<file path="config.mk">
export PLATFORM = sky130hd
export DESIGN_NAME = flag_unit
export DESIGN_NICKNAME = d
export VERILOG_FILES = /design/src/cpu_pkg.sv /design/src/flag_unit.sv
export SDC_FILE = /design/constraint.sdc
export NUM_CORES = 1
export LEC_CHECK = 0
export BUFFER_PORTS_ARGS = -buffer_cell sky130_fd_sc_hd__buf_2
export CORE_AREA = 2 2 39 41
export DETAILED_ROUTE_END_ITERATION = 6
export DIE_AREA = 0 0 41 43
export SETUP_SLACK_MARGIN = 0.15
export SLEW_MARGIN = 20
export SYNTH_ARGS = -nofsm -noshare
export SYNTH_HDL_FRONTEND = slang
export SYNTH_SLANG_ARGS = --single-unit
export TNS_END_PERCENT = 30
</file>
<file path="constraint.sdc">
create_clock -name CLK -period 2.04 [get_ports CLK]
set_input_delay 0.408 -clock CLK [delete_from_list [all_inputs] [get_ports CLK]]
set_output_delay 0.408 -clock CLK [all_outputs]
set_load 0.02 [all_outputs]
</file>
<file path="src/cpu_pkg.sv">
package cpu_pkg;

	typedef logic [15:0] word_t;
	typedef logic [23:0] instr_t;
	typedef logic [2:0]  type_t;
	typedef logic [4:0]  alu_op_t;
	typedef logic [2:0]  cond_t;
	typedef logic [2:0]  flag_sel_t;
	typedef logic [1:0]  wb_sel_t;
	typedef logic [7:0]  pc_t;      // program and data address
	typedef logic [7:0]  imm_t;
	typedef logic [3:0]  reg_idx_t;

	// gray sequence, one bit flips per step
	typedef enum logic [1:0] {
		if_s = 2'b00,
		id_s = 2'b01,
		ex_s = 2'b11,
		wb_s = 2'b10
	} state_t;

	localparam int NUM_REGS  = 16;
	localparam int MEM_WORDS = 256;   // both memories

	localparam int TYPE_HI = 23;
	localparam int TYPE_LO = 21;
	localparam int OP_HI   = 20;
	localparam int OP_LO   = 16;
	localparam int RD_HI   = 15;
	localparam int RD_LO   = 12;
	localparam int RA_HI   = 11;
	localparam int RA_LO   = 8;
	localparam int RB_HI   = 7;
	localparam int RB_LO   = 4;
	localparam int IMM_HI  = 7;    // overlaps rb
	localparam int IMM_LO  = 0;

	localparam type_t TYPE_BRANCH  = 3'b000;
	localparam type_t TYPE_ALU_REG = 3'b001;
	localparam type_t TYPE_ALU_IMM = 3'b010;
	localparam type_t TYPE_MEM     = 3'b100;
	localparam type_t TYPE_JUMP    = 3'b110;

	localparam alu_op_t ALU_AND    = 5'b00000;
	localparam alu_op_t ALU_OR     = 5'b00001;
	localparam alu_op_t ALU_XOR    = 5'b00010;
	localparam alu_op_t ALU_NOT    = 5'b00011;
	localparam alu_op_t ALU_NAND   = 5'b00100;
	localparam alu_op_t ALU_SHL    = 5'b01000;
	localparam alu_op_t ALU_SHR    = 5'b01001;
	localparam alu_op_t ALU_SAR    = 5'b01010;
	localparam alu_op_t ALU_ROL    = 5'b01011;
	localparam alu_op_t ALU_MOV    = 5'b10000;
	localparam alu_op_t ALU_ADD    = 5'b10001;
	localparam alu_op_t ALU_SUB    = 5'b10010;
	localparam alu_op_t ALU_PASS_B = 5'b10011;
	localparam alu_op_t ALU_NOP    = 5'b11111;

	localparam cond_t COND_NEVER       = 3'b000;
	localparam cond_t COND_ZERO        = 3'b001;
	localparam cond_t COND_NEGATIVE    = 3'b010;
	localparam cond_t COND_ALWAYS_LINK = 3'b011;
	localparam cond_t COND_CARRY       = 3'b100;
	localparam cond_t COND_NOT_ZERO    = 3'b101;
	localparam cond_t COND_OVERFLOW    = 3'b110;
	localparam cond_t COND_NONE        = 3'b111;

	localparam flag_sel_t FLAG_NONE     = 3'b000;
	localparam flag_sel_t FLAG_ZN       = 3'b001;
	localparam flag_sel_t FLAG_ZNCO     = 3'b010;
	localparam flag_sel_t FLAG_ZNC      = 3'b011;
	localparam flag_sel_t FLAG_ZN_LOGIC = 3'b100;  // carry and overflow cleared

	localparam wb_sel_t WB_LINK = 2'b00;
	localparam wb_sel_t WB_MEM  = 2'b01;
	localparam wb_sel_t WB_ALU  = 2'b10;

endpackage

</file>
<file path="src/flag_unit.sv">
`timescale 1ns/1ns

module flag_unit
	import cpu_pkg::*;
(
	input  logic      CLK,
	input  logic      rst,
	input  flag_sel_t flag_we_sel,
	input  logic      zero,
	input  logic      neg,
	input  logic      carry,
	input  logic      ovf,
	input  cond_t     test_code,
	output logic      take_branch,
	output logic      link
);

	logic z_q, n_q, c_q, o_q;

	always_ff @(posedge CLK) begin
		if (rst) begin
			z_q <= 1'b0;
			n_q <= 1'b0;
			c_q <= 1'b0;
			o_q <= 1'b0;
		end else begin
			case (flag_we_sel)
				FLAG_ZN: begin
					z_q <= zero;
					n_q <= neg;
				end
				FLAG_ZNCO: begin
					z_q <= zero;
					n_q <= neg;
					c_q <= carry;
					o_q <= ovf;
				end
				FLAG_ZNC: begin
					z_q <= zero;
					n_q <= neg;
					c_q <= carry;
				end
				FLAG_ZN_LOGIC: begin
					z_q <= zero;
					n_q <= neg;
					c_q <= 1'b0;
					o_q <= 1'b0;
				end
				FLAG_NONE: ;
				default: ;
			endcase
		end
	end

	always_comb begin
		case (test_code)
			COND_ZERO:        take_branch = z_q;
			COND_NEGATIVE:    take_branch = n_q;
			COND_ALWAYS_LINK: take_branch = 1'b1;
			COND_CARRY:       take_branch = c_q;
			COND_NOT_ZERO:    take_branch = ~z_q;
			COND_OVERFLOW:    take_branch = o_q;
			COND_NEVER, COND_NONE: take_branch = 1'b0;
			default:          take_branch = 1'b0;
		endcase
	end

	assign link = (test_code == COND_ALWAYS_LINK);  // current instruction's code

endmodule

</file>
# After elaboration in Yosys (flattened, before gate mapping)
# Cells that the tools add are included.
# word_totals
inputBits	12
latch_bits	0
rom_bits	0
mem_bits_rw	0
out_inout_bits	2
reg_bits	4
mem_count	0
# classes
shift	0
bitwise_logic	1
n_reduce_logical	6
n_mux	3
eq_ne	11
div	0
n_lt_le_gt_ge	0
mul	0
addsub	0
# op_table
cell	count
3-bit == test, second input constant	5
3-bit by 2-bit == test with 1-bit output, second input constant	4
1-bit one-hot mux with 7 select lines	1
3-bit by 1-bit == test with 1-bit output, second input constant	2
1-bit one-hot mux with 2 select lines	2
2-bit nonzero test	2
2-bit OR reduction	2
4-bit OR reduction	1
3-bit logical NOT	1
1-bit inverter	1

# Depth between registers and ports, before layout
# Gate-level depths: netlist of run 1.
# depth
depth_word	3
depth_mapped	3
depth_no_buf	3

# Least setup slack after synthesis of run 1
# Ideal clock, no wire load.
# synth_timing
kind	input to output
start	input port test_code[0]
end	output port take_branch
n_path_buf	0
path_slack_ps	648
path_stages	3
arrival_ps	984
path_cell_list	a21oi_1 -> or3_1 -> nand3_1
# synth_between
elab_chain_cells	3
# synth_rtl
element	line	rtl
start, declared	flag_unit.sv:13	input cond_t test_code,
3-bit == test or 3-bit logical NOT (tied branches)	flag_unit.sv:56	case (test_code)
2-bit OR reduction	flag_unit.sv:56	
1-bit one-hot mux with 7 select lines (*)	flag_unit.sv:56	
end, declared	flag_unit.sv:14	output logic take_branch,
# Every way passes the cells marked *; elsewhere a longest branch is shown, timed or not.

# Worst setup path after layout of run 1
# layout_timing
start	register z_q
end	output port take_branch
# layout_between
elab_chain_cells	2
# layout_rtl
element	line	rtl
start, declared	flag_unit.sv:18	logic z_q, n_q, c_q, o_q;
start signal, assigned	flag_unit.sv:29	z_q <= zero;
start signal, assigned	flag_unit.sv:33	z_q <= zero;
start signal, assigned	flag_unit.sv:39	z_q <= zero;
1-bit inverter	flag_unit.sv:61	COND_NOT_ZERO: take_branch = ~z_q;
1-bit one-hot mux with 7 select lines (*)	flag_unit.sv:56	
# Marked as above.

==> results of run 1 <==
## final cells by class
type	count	share of cell area (%)
Sequential cell	4	22.9
Multi-Input combinational cell	25	46.2
Tap cell	16	5.73
Timing Repair Buffer	13	18.6
Clock buffer	3	6.45
## power groups by stage
stage	Sequential (µW)	Clock, µW	Combinational [µW]
after floorplan	86.6	0	23.2
after global placement	87.6	0	43.0
after detailed placement	87.9	0	44.2
after CTS	86.7	103	44.3
after global routing	87.3	108	48.3
final	86.5	96.4	43.4
## worst max path at each step
| stage | slack (ps) | end |
|---|---|---|
| detailed placement | 440 | take_branch |
| CTS | 380 | take_branch |
| global placement | 450 | take_branch |
| finish | 400 | take_branch |
| global route | 320 | take_branch |
| floorplan | 650 | take_branch |
## layer usage
metal | wire length (µm) | vias up | track usage, % | share of wire, %
li1 | - | 138 | - | -
met1 | 189 | 122 | 7.67 | 34
met2 | 316 | 7 | 12.2 | 57
met3 | 46 | 0 | 6.28 | 8.3
met4 | 0 | 0 | 6.00 | 0
met5 | 0 | - | 0 | 0
## sequential cells by signal, summed over array words and instances (netlist names)
name  cells
c_q       1
n_q       1
z_q       1
o_q       1
## Yosys cell counts
| cell type | n |
|---|---|
| o21ai_0 | 1 |
| nor2_1 | 4 |
| a31oi_1 | 1 |
| nand2_1 | 1 |
| and2b_1 | 1 |
| nand4b_1 | 1 |
| nor3b_1 | 1 |
| nor4bb_1 | 1 |
| dfxtp_1 | 4 |
| nand3_1 | 1 |
| nor3_1 | 1 |
| nand2b_1 | 4 |
| or3_1 | 1 |
| mux2i_1 | 3 |
| xnor2_1 | 1 |
| a21oi_1 | 2 |
| o211ai_1 | 1 |
## per-stage QoR
| step | setup WS (ps) | utilization, % | cells |
|---|---|---|---|
| after floorplan | 648 | - | 29 |
| after global placement | 455 | 23.6 | 58 |
| after detailed placement | 440 | 23.6 | 58 |
| after CTS | 380 | 25.2 | 61 |
| after global routing | 319 | 25.2 | 61 |
| final | 401 | 25.2 | 61 |
## logic make-up (layout without fill, tap and decap cells)
group | Yosys count | in the layout | share of synthesized area, %
compound gates | 5 | 5 | 11.9
xor+xnor | 1 | 1 | 3.63
buf+inv | 0 | 16 | 0
flops | 4 | 4 | 33.2
mux | 3 | 3 | 12.4
simple gates | 16 | 16 | 38.9
==> flow_metrics.env, run 1 <==
export IMPL_cts_resized=0
export IMPL_grt_overflow_total=0
export IMPL_grt_pass1_vias=237
export IMPL_layout_drive_gt1_share_pct=35.6
export IMPL_antenna_cells_inserted=0
export IMPL_fin_area_um2=349
export IMPL_regArea_um2=80.1
export IMPL_clkTransAtPathRegs_ps=40
export IMPL_r2r_end="c_q$_SDFFE_PP0P_"
export IMPL_critical_path_top_delay_family="simple AND/OR/NAND/NOR gates"
export IMPL_p_per_area_nw_per_um2=648
export IMPL_timing_reg2reg_setup_slack_ps=1380
export IMPL_p_clk_share_pct=42.6
export IMPL_die_h_um=43
export IMPL_p_sw_uw=54.9
export IMPL_p_leak_uw=0.000157
export IMPL_path_class="flip-flop to primary output"
export IMPL_vias=267
export IMPL_hp_start="rst"
export IMPL_outcome="complete, no violations"
export IMPL_yosysSeqAreaShare_pct=33.2
export IMPL_antenna_left=0
export IMPL_clk_path_buf_depth=2
export IMPL_synth_seq_cells=4
export IMPL_ys_types=17
export IMPL_grt_util_all_layers_pct=8.42
export IMPL_ir_worst_vdd_mv=0.227
export IMPL_p_comb_share_pct=19.2
export IMPL_postCtsSetupBuffers=0
export IMPL_fp_dieArea_um2=1760
export IMPL_max_freq_ghz=0.610
export IMPL_setup_viol=0
export IMPL_worstPathCellList="a21oi_1 -> or3_1 -> nand3_1 -> buf_2"
export IMPL_holdBufCountCts=0
export IMPL_n_fill_cell=161
export IMPL_clk_latency_ps=230
export IMPL_drv_cap=0
export IMPL_rows=14
export IMPL_r2r_cells=2
export IMPL_root_buffer="clkbuf_4"
export IMPL_area_delta_synth_final_pct=44.6
export IMPL_cts_tree="done"
export IMPL_power_uw=226
export IMPL_syn_num_nets=41
export IMPL_final_max_slew_viol_count=0
export IMPL_post_dp_cell_area_um2=327
export IMPL_cts_buffers=3
export IMPL_intPower_uw=171
export IMPL_final_cell_mix="buf_2 (13), nor2_1 (4), nand2b_1 (4), dfxtp_1 (4)"
export IMPL_fin_crit_sh_pct=80.3
export IMPL_multi_input_area_um2=161
export IMPL_cp_data_required_time_ps=1630
export IMPL_post_route_min_period_ps=1640
export IMPL_worst_pin_slew_ps=301
export IMPL_die_w_um=41
export IMPL_antenna_found_initial=0
export IMPL_path_buf_inv=1
export IMPL_h_tree_depth=1
export IMPL_synth_top_area_share_pct=33.2
export IMPL_io_buffers=13
export IMPL_wl_per_cell_um=9.03
export IMPL_synth_area_leader_cell="dfxtp_1"
export IMPL_synth_area_um2=241
export IMPL_end_kind="primary output"
export IMPL_place_congestion=0.643
export IMPL_drc_errors=0
export IMPL_syn_inst=29
export IMPL_yosysWarnings=0
export IMPL_start_kind="flip-flop"
export IMPL_hold_path_class="input pin to flip-flop"
export IMPL_grt_max_degree=7
export IMPL_grt_pass1_wl_um=931
export IMPL_swShare_pct=24.3
export IMPL_num_nets_final=59
export IMPL_cts_sinks=4
export IMPL_reg2reg_from="c_q$_SDFFE_PP0P_"
export IMPL_slowest_stage="dfxtp_1"
export IMPL_holdPathEnd="o_q$_SDFFE_PP0P_"
export IMPL_critPathMaxFanout=2
export IMPL_hold_slack_ps=393
export IMPL_synth_area_per_cell_um2=8.33
export IMPL_cp_depth=4
export IMPL_max_slew_margin_rel_pct=79.8
export IMPL_drt_wl_total_um=551
export IMPL_start_util_pct=17.5
export IMPL_firstDrtPassIters=2
export IMPL_fin_setup_tns_ps=0
export IMPL_clock_skew_ps=0
export IMPL_core_area_um2=1380
export IMPL_crit_start="z_q$_SDFFE_PP0P_"
export IMPL_hold_depth=2
export IMPL_slowest_delay_ps=340
export IMPL_seqPwrFrac_pct=38.2
export IMPL_top_level_ports=14
export IMPL_viasPerCell=4.38
export IMPL_rsz0062_at_grt="no"
export IMPL_arrival_ps=1230
export IMPL_hold_violations=0
export IMPL_final_common_cell="buf_2"
export IMPL_hpwlAfterDp_um=482
export IMPL_synth_area_top_cells="dfxtp_1 (33%), mux2i_1 (12%), nand2b_1 (10%)"
export IMPL_drtIter0Drc=1
Note: power is estimated with default switching activity, not from simulation.
==> run 2, diff against run 1 <==
==> constraint.sdc (replaced) <==
create_clock -name CLK -period 1.4 [get_ports CLK]
set_input_delay 0.28 -clock CLK [delete_from_list [all_inputs] [get_ports CLK]]
set_output_delay 0.28 -clock CLK [all_outputs]
set_load 0.02 [all_outputs]
==> run 2 against run 1 <==
Utilization is 1.3 points higher. Register-to-register slack worse by 630 ps. Setup slack worse by 400 ps. Sequential share of layout area is 0.41 points lower. First-iteration DRC count is 100% lower. Combinational power is 59% higher. Clock skew stayed put. Non-clock buffer count stayed put. Die area stayed put. Global-route usage is 1.2 points lower. Critical endpoint unchanged. Largest cell class unchanged.
==> flow_metrics.env, run 2 (synthesis gave the netlist of run 1 again) <==
export IMPL_start_util_pct=17.5
export IMPL_wl_per_cell_um=8.49
export IMPL_met1Wirelength_um=188
export IMPL_worst_pin_slew_ps=315
export IMPL_setup_viol=0
export IMPL_top_level_ports=14
export IMPL_drv_cap=0
export IMPL_post_route_min_period_ps=1400
export IMPL_clkTransAtPathRegs_ps=40
export IMPL_postCtsSetupBuffers=0
export IMPL_final_cell_mix="buf_2 (12), nor2_1 (4), nand2b_1 (4), mux2i_1 (3), clkbuf_4 (3)"
export IMPL_post_dp_cell_area_um2=327
export IMPL_arrival_ps=1120
export IMPL_viasPerCell=4.41
export IMPL_n_fill_cell=167
export IMPL_firstDrtPassIters=1
export IMPL_regArea_um2=82.6
export IMPL_fin_setup_tns_ps=0
export IMPL_pre_cts_slack_ps=54.2
export IMPL_worst_slack_ps=0.943
export IMPL_grt_util_all_layers_pct=7.24
export IMPL_power_uw=333
export IMPL_drtIter0Drc=0
export IMPL_final_max_slew_viol_count=0
export IMPL_grt_pass1_vias=236
export IMPL_fp_dieArea_um2=1760
export IMPL_h_tree_depth=1
export IMPL_grt_pass1_wl_um=814
export IMPL_start_kind="flip-flop"
export IMPL_clock_skew_ps=0
export IMPL_drc_errors=0
export IMPL_holdBufCountCts=0
export IMPL_cts_sinks=4
export IMPL_antenna_found_initial=0
export IMPL_path_class="flip-flop to primary output"
export IMPL_rows=14
export IMPL_vias=269
export IMPL_max_slew_margin_rel_pct=78.8
export IMPL_cts_tree="done"
export IMPL_route_met2_wl_um=293
export IMPL_num_nets_final=59
export IMPL_ir_worst_vdd_mv=0.321
export IMPL_layout_drive_gt1_share_pct=44.4
export IMPL_fin_area_um2=367
export IMPL_antenna_cells_inserted=0
export IMPL_clk_path_buf_depth=2
export IMPL_root_buffer="clkbuf_4"
export IMPL_place_congestion=0.645
export IMPL_grt_max_degree=7
export IMPL_grt_overflow_total=0
export IMPL_fin_crit_sh_pct=99.9
export IMPL_hold_path_class="input pin to flip-flop"
export IMPL_clk_latency_ps=230
export IMPL_core_area_um2=1380
export IMPL_cp_data_required_time_ps=1120
export IMPL_drt_wl_total_um=518
export IMPL_rsz0062_at_grt="yes"
export IMPL_area_delta_synth_final_pct=51.8
export IMPL_multi_input_area_um2=170
export IMPL_antenna_left=0
export IMPL_top_layer="met3"
export IMPL_die_w_um=41
export IMPL_die_h_um=43
export IMPL_max_freq_ghz=0.715
export IMPL_outcome="complete, no violations"
export IMPL_io_buffers=13
export IMPL_met3_length_um=37
export IMPL_p_leak_uw=0.000164
export IMPL_end_kind="primary output"
export IMPL_cts_buffers=3
export IMPL_final_core_util_pct=26.5
export IMPL_p_per_area_nw_per_um2=909
export IMPL_final_common_cell="buf_2"
export IMPL_hold_violations=0
export IMPL_critPathMaxFanout=2
## run 2: critical path, cell delays in order (launching register included)
cell	delay, ps
dfxtp_2	320
nor2_1	30
or3_1	350
nand3_2	70
buf_6	110
## run 2: layout make-up
class                      count  area share (%)
clock buffer                   3            6.14
multi-input combinational     25            46.4
sequential                     4            22.5
tap                           16            5.46
timing repair buffer          13            19.5
## run 2: worst paths after layout
| path | cells past startpoint | slack (ps) | from | endpoint |
|---|---|---|---|---|
| min reg2reg | 2 | 480 | z_q$_SDFFE_PP0P_ | z_q$_SDFFE_PP0P_ |
| max | 4 | 0.9 | n_q$_SDFFE_PP0P_ | take_branch |
| max reg2reg | 2 | 750 | o_q$_SDFFE_PP0P_ | o_q$_SDFFE_PP0P_ |
| min | 2 | 280 | rst | o_q$_SDFFE_PP0P_ |
## run 2: metal layers
layer	global-route usage [%]	vias to the layer above
met3	3.14	0
met5	0	-
met1	5.48	124
li1	-	140
met2	12.5	5
met4	6.00	0
## run 2: where the power goes
group | total (µW) | switching [µW] | internal (µW)
clock network | 138 | 42.0 | 95.5
registers | 127 | 4.01 | 123
logic | 68.9 | 32.6 | 36.3
total | 333 | 78.6 | 255
## run 2: metrics by stage
| stage | cells | hold slack (ps) |
|---|---|---|
| after floorplan | 29 | 349 |
| final | 61 | 281 |
| after detailed placement | 58 | 473 |
| after global routing | 61 | 294 |
| after global placement | 58 | 461 |
| after CTS | 61 | 279 |
## run 2: timing repair
| item | 4_1_cts | 5_1_grt |
|---|---|---|
| pin swaps | 3 | 0 |
| setup endpoints to repair | 1 | 1 |
| gates resized for setup | 6 | 0 |
==> run 3, diff against run 2 <==
--- a/config.mk
+++ b/config.mk
@@ -9,6 +9,7 @@
 export CORE_AREA = 2 2 39 41
 export DETAILED_ROUTE_END_ITERATION = 6
 export DIE_AREA = 0 0 41 43
+export GPL_TIMING_DRIVEN = 0
 export SETUP_SLACK_MARGIN = 0.15
 export SLEW_MARGIN = 20
 export SYNTH_ARGS = -nofsm -noshare
==> run 3 against run 2 <==
Count of clock-buffer cells in the layout stayed put. Critical path type unchanged. Non-clock buffer count stayed put. Hold slack hardly changed. Largest power group unchanged. Global-route usage is 0.22 points higher. Via count is 4.1% lower. Cell count stayed put. First-iteration DRC count is 1 higher. Die area stayed put. Clock power is 4% higher.
==> flow_metrics.env, run 3 (synthesis gave the netlist of run 1 again) <==
export IMPL_outcome="complete, no violations"
export IMPL_ir_worst_vdd_mv=0.299
export IMPL_clkTransAtPathRegs_ps=40
export IMPL_clk_path_buf_depth=2
export IMPL_fin_crit_sh_pct=99.9
export IMPL_viasPerCell=4.23
export IMPL_root_buffer="clkbuf_4"
export IMPL_place_congestion=0.650
export IMPL_drt_wl_total_um=560
export IMPL_n_fill_cell=157
export IMPL_fp_dieArea_um2=1760
export IMPL_fin_area_um2=367
export IMPL_vias=258
export IMPL_slowest_stage="or3_1"
export IMPL_post_dp_cell_area_um2=327
export IMPL_p_per_area_nw_per_um2=928
export IMPL_setup_viol=0
export IMPL_path_class="flip-flop to primary output"
export IMPL_grt_overflow_total=0
export IMPL_layout_drive_gt1_share_pct=44.4
export IMPL_seqPwrFrac_pct=37.3
export IMPL_grt_pass1_vias=221
export IMPL_cts_tree="done"
export IMPL_slowest_delay_ps=350
export IMPL_arrival_ps=1120
export IMPL_clk_latency_ps=240
export IMPL_die_w_um=41
export IMPL_final_cell_mix="buf_2 (12), nor2_1 (4), nand2b_1 (4), mux2i_1 (3), clkbuf_4 (3)"
export IMPL_p_comb_share_pct=20.5
export IMPL_firstDrtPassIters=2
export IMPL_final_max_slew_viol_count=0
export IMPL_start_util_pct=17.5
export IMPL_max_freq_ghz=0.715
export IMPL_io_buffers=13
export IMPL_holdBufCountCts=0
export IMPL_path_buf_inv=1
export IMPL_drv_cap=0
export IMPL_fin_setup_tns_ps=0
export IMPL_cp_data_required_time_ps=1120
export IMPL_power_uw=340
export IMPL_end_kind="primary output"
export IMPL_area_delta_synth_final_pct=51.8
export IMPL_worstPathCellList="nor2_1 -> or3_1 -> nand3_2 -> buf_6"
export IMPL_post_route_min_period_ps=1400
export IMPL_critPathMaxFanout=2
export IMPL_regArea_um2=82.6
export IMPL_rsz0062_at_grt="yes"
export IMPL_max_slew_margin_rel_pct=78.9
export IMPL_clock_skew_ps=0
export IMPL_multi_input_area_um2=170
export IMPL_grt_util_all_layers_pct=7.45
export IMPL_swShare_pct=25.1
export IMPL_critical_path_top_delay_family="simple AND/OR/NAND/NOR gates"
export IMPL_die_h_um=43
export IMPL_cts_buffers=3
export IMPL_core_area_um2=1380
export IMPL_h_tree_depth=1
export IMPL_start_kind="flip-flop"
export IMPL_antenna_left=0
export IMPL_grt_max_degree=7
export IMPL_hold_path_class="input pin to flip-flop"
export IMPL_cts_sinks=4
export IMPL_p_leak_uw=0.000164
export IMPL_drtIter0Drc=1
export IMPL_hold_violations=0
export IMPL_p_clk_share_pct=42.2
export IMPL_wl_per_cell_um=9.18
export IMPL_postCtsSetupBuffers=0
export IMPL_top_level_ports=14
export IMPL_antenna_cells_inserted=0
export IMPL_drc_errors=0
export IMPL_worst_pin_slew_ps=314
export IMPL_grt_pass1_wl_um=800
export IMPL_intPower_uw=255
export IMPL_antenna_found_initial=0
export IMPL_rows=14
export IMPL_p_sw_uw=85.3
export IMPL_final_common_cell="buf_2"
export IMPL_num_nets_final=59
==> run 3: cell counts in the layout (fill, tap and decap cells not counted) <==
No cell type changed its count.
==> run 3: per-layer routing <==
metal / track usage, % / up-vias / wire length (µm)
met5: 0 / - / 0
met4: 6.00 / 0 / 0
met3: 4.71 / 0 / 40
met2: 11.6 / 5 / 301
met1: 6.17 / 115 / 218
li1: - / 138 / -
==> run 3: final timing paths <==
| check | slack (ps) | endpoint | start | cells after the start |
|---|---|---|---|---|
| worst max-delay path | 1 | take_branch | n_q$_SDFFE_PP0P_ | 4 |
| worst min-delay path | 280 | o_q$_SDFFE_PP0P_ | rst | 2 |
| worst max register to register | 740 | o_q$_SDFFE_PP0P_ | o_q$_SDFFE_PP0P_ | 2 |
| worst min register to register | 470 | n_q$_SDFFE_PP0P_ | n_q$_SDFFE_PP0P_ | 2 |
==> run 3: through the flow <==
stage / hold WS [ps] / cells / util (%) / setup slack [ps]
after floorplan: 349 / 29 / - / 231
after global placement: 462 / 58 / 23.6 / 68.6
after detailed placement: 473 / 58 / 23.6 / 59.1
after CTS: 271 / 61 / 26.1 / -20.4
after global routing: 302 / 61 / 26.5 / -58.5
final: 281 / 61 / 26.5 / 1.17
==> run 3: power groups by stage <==
stage          logic [µW]  registers [µW]  clock network, µW
3_3_place_gp         62.8             127                  0
2_1_floorplan        33.8             126                  0
4_1_cts              69.4             127                152
5_1_grt              76.8             128                158
3_5_place_dp         64.4             127                  0
6_report             69.6             127                144
==> run 3: layout make-up <==
type,instances,share of cell area (%)
Timing Repair Buffer,13,19.5
Tap cell,16,5.46
Sequential cell,4,22.5
Clock buffer,3,6.14
Multi-Input combinational cell,25,46.4
==> run 3: repair_timing <==
| item | CTS | global route |
|---|---|---|
| pin swaps | 3 | 0 |
| resized for setup | 5 | 1 |
| endpoints found under the setup margin | 1 | 1 |
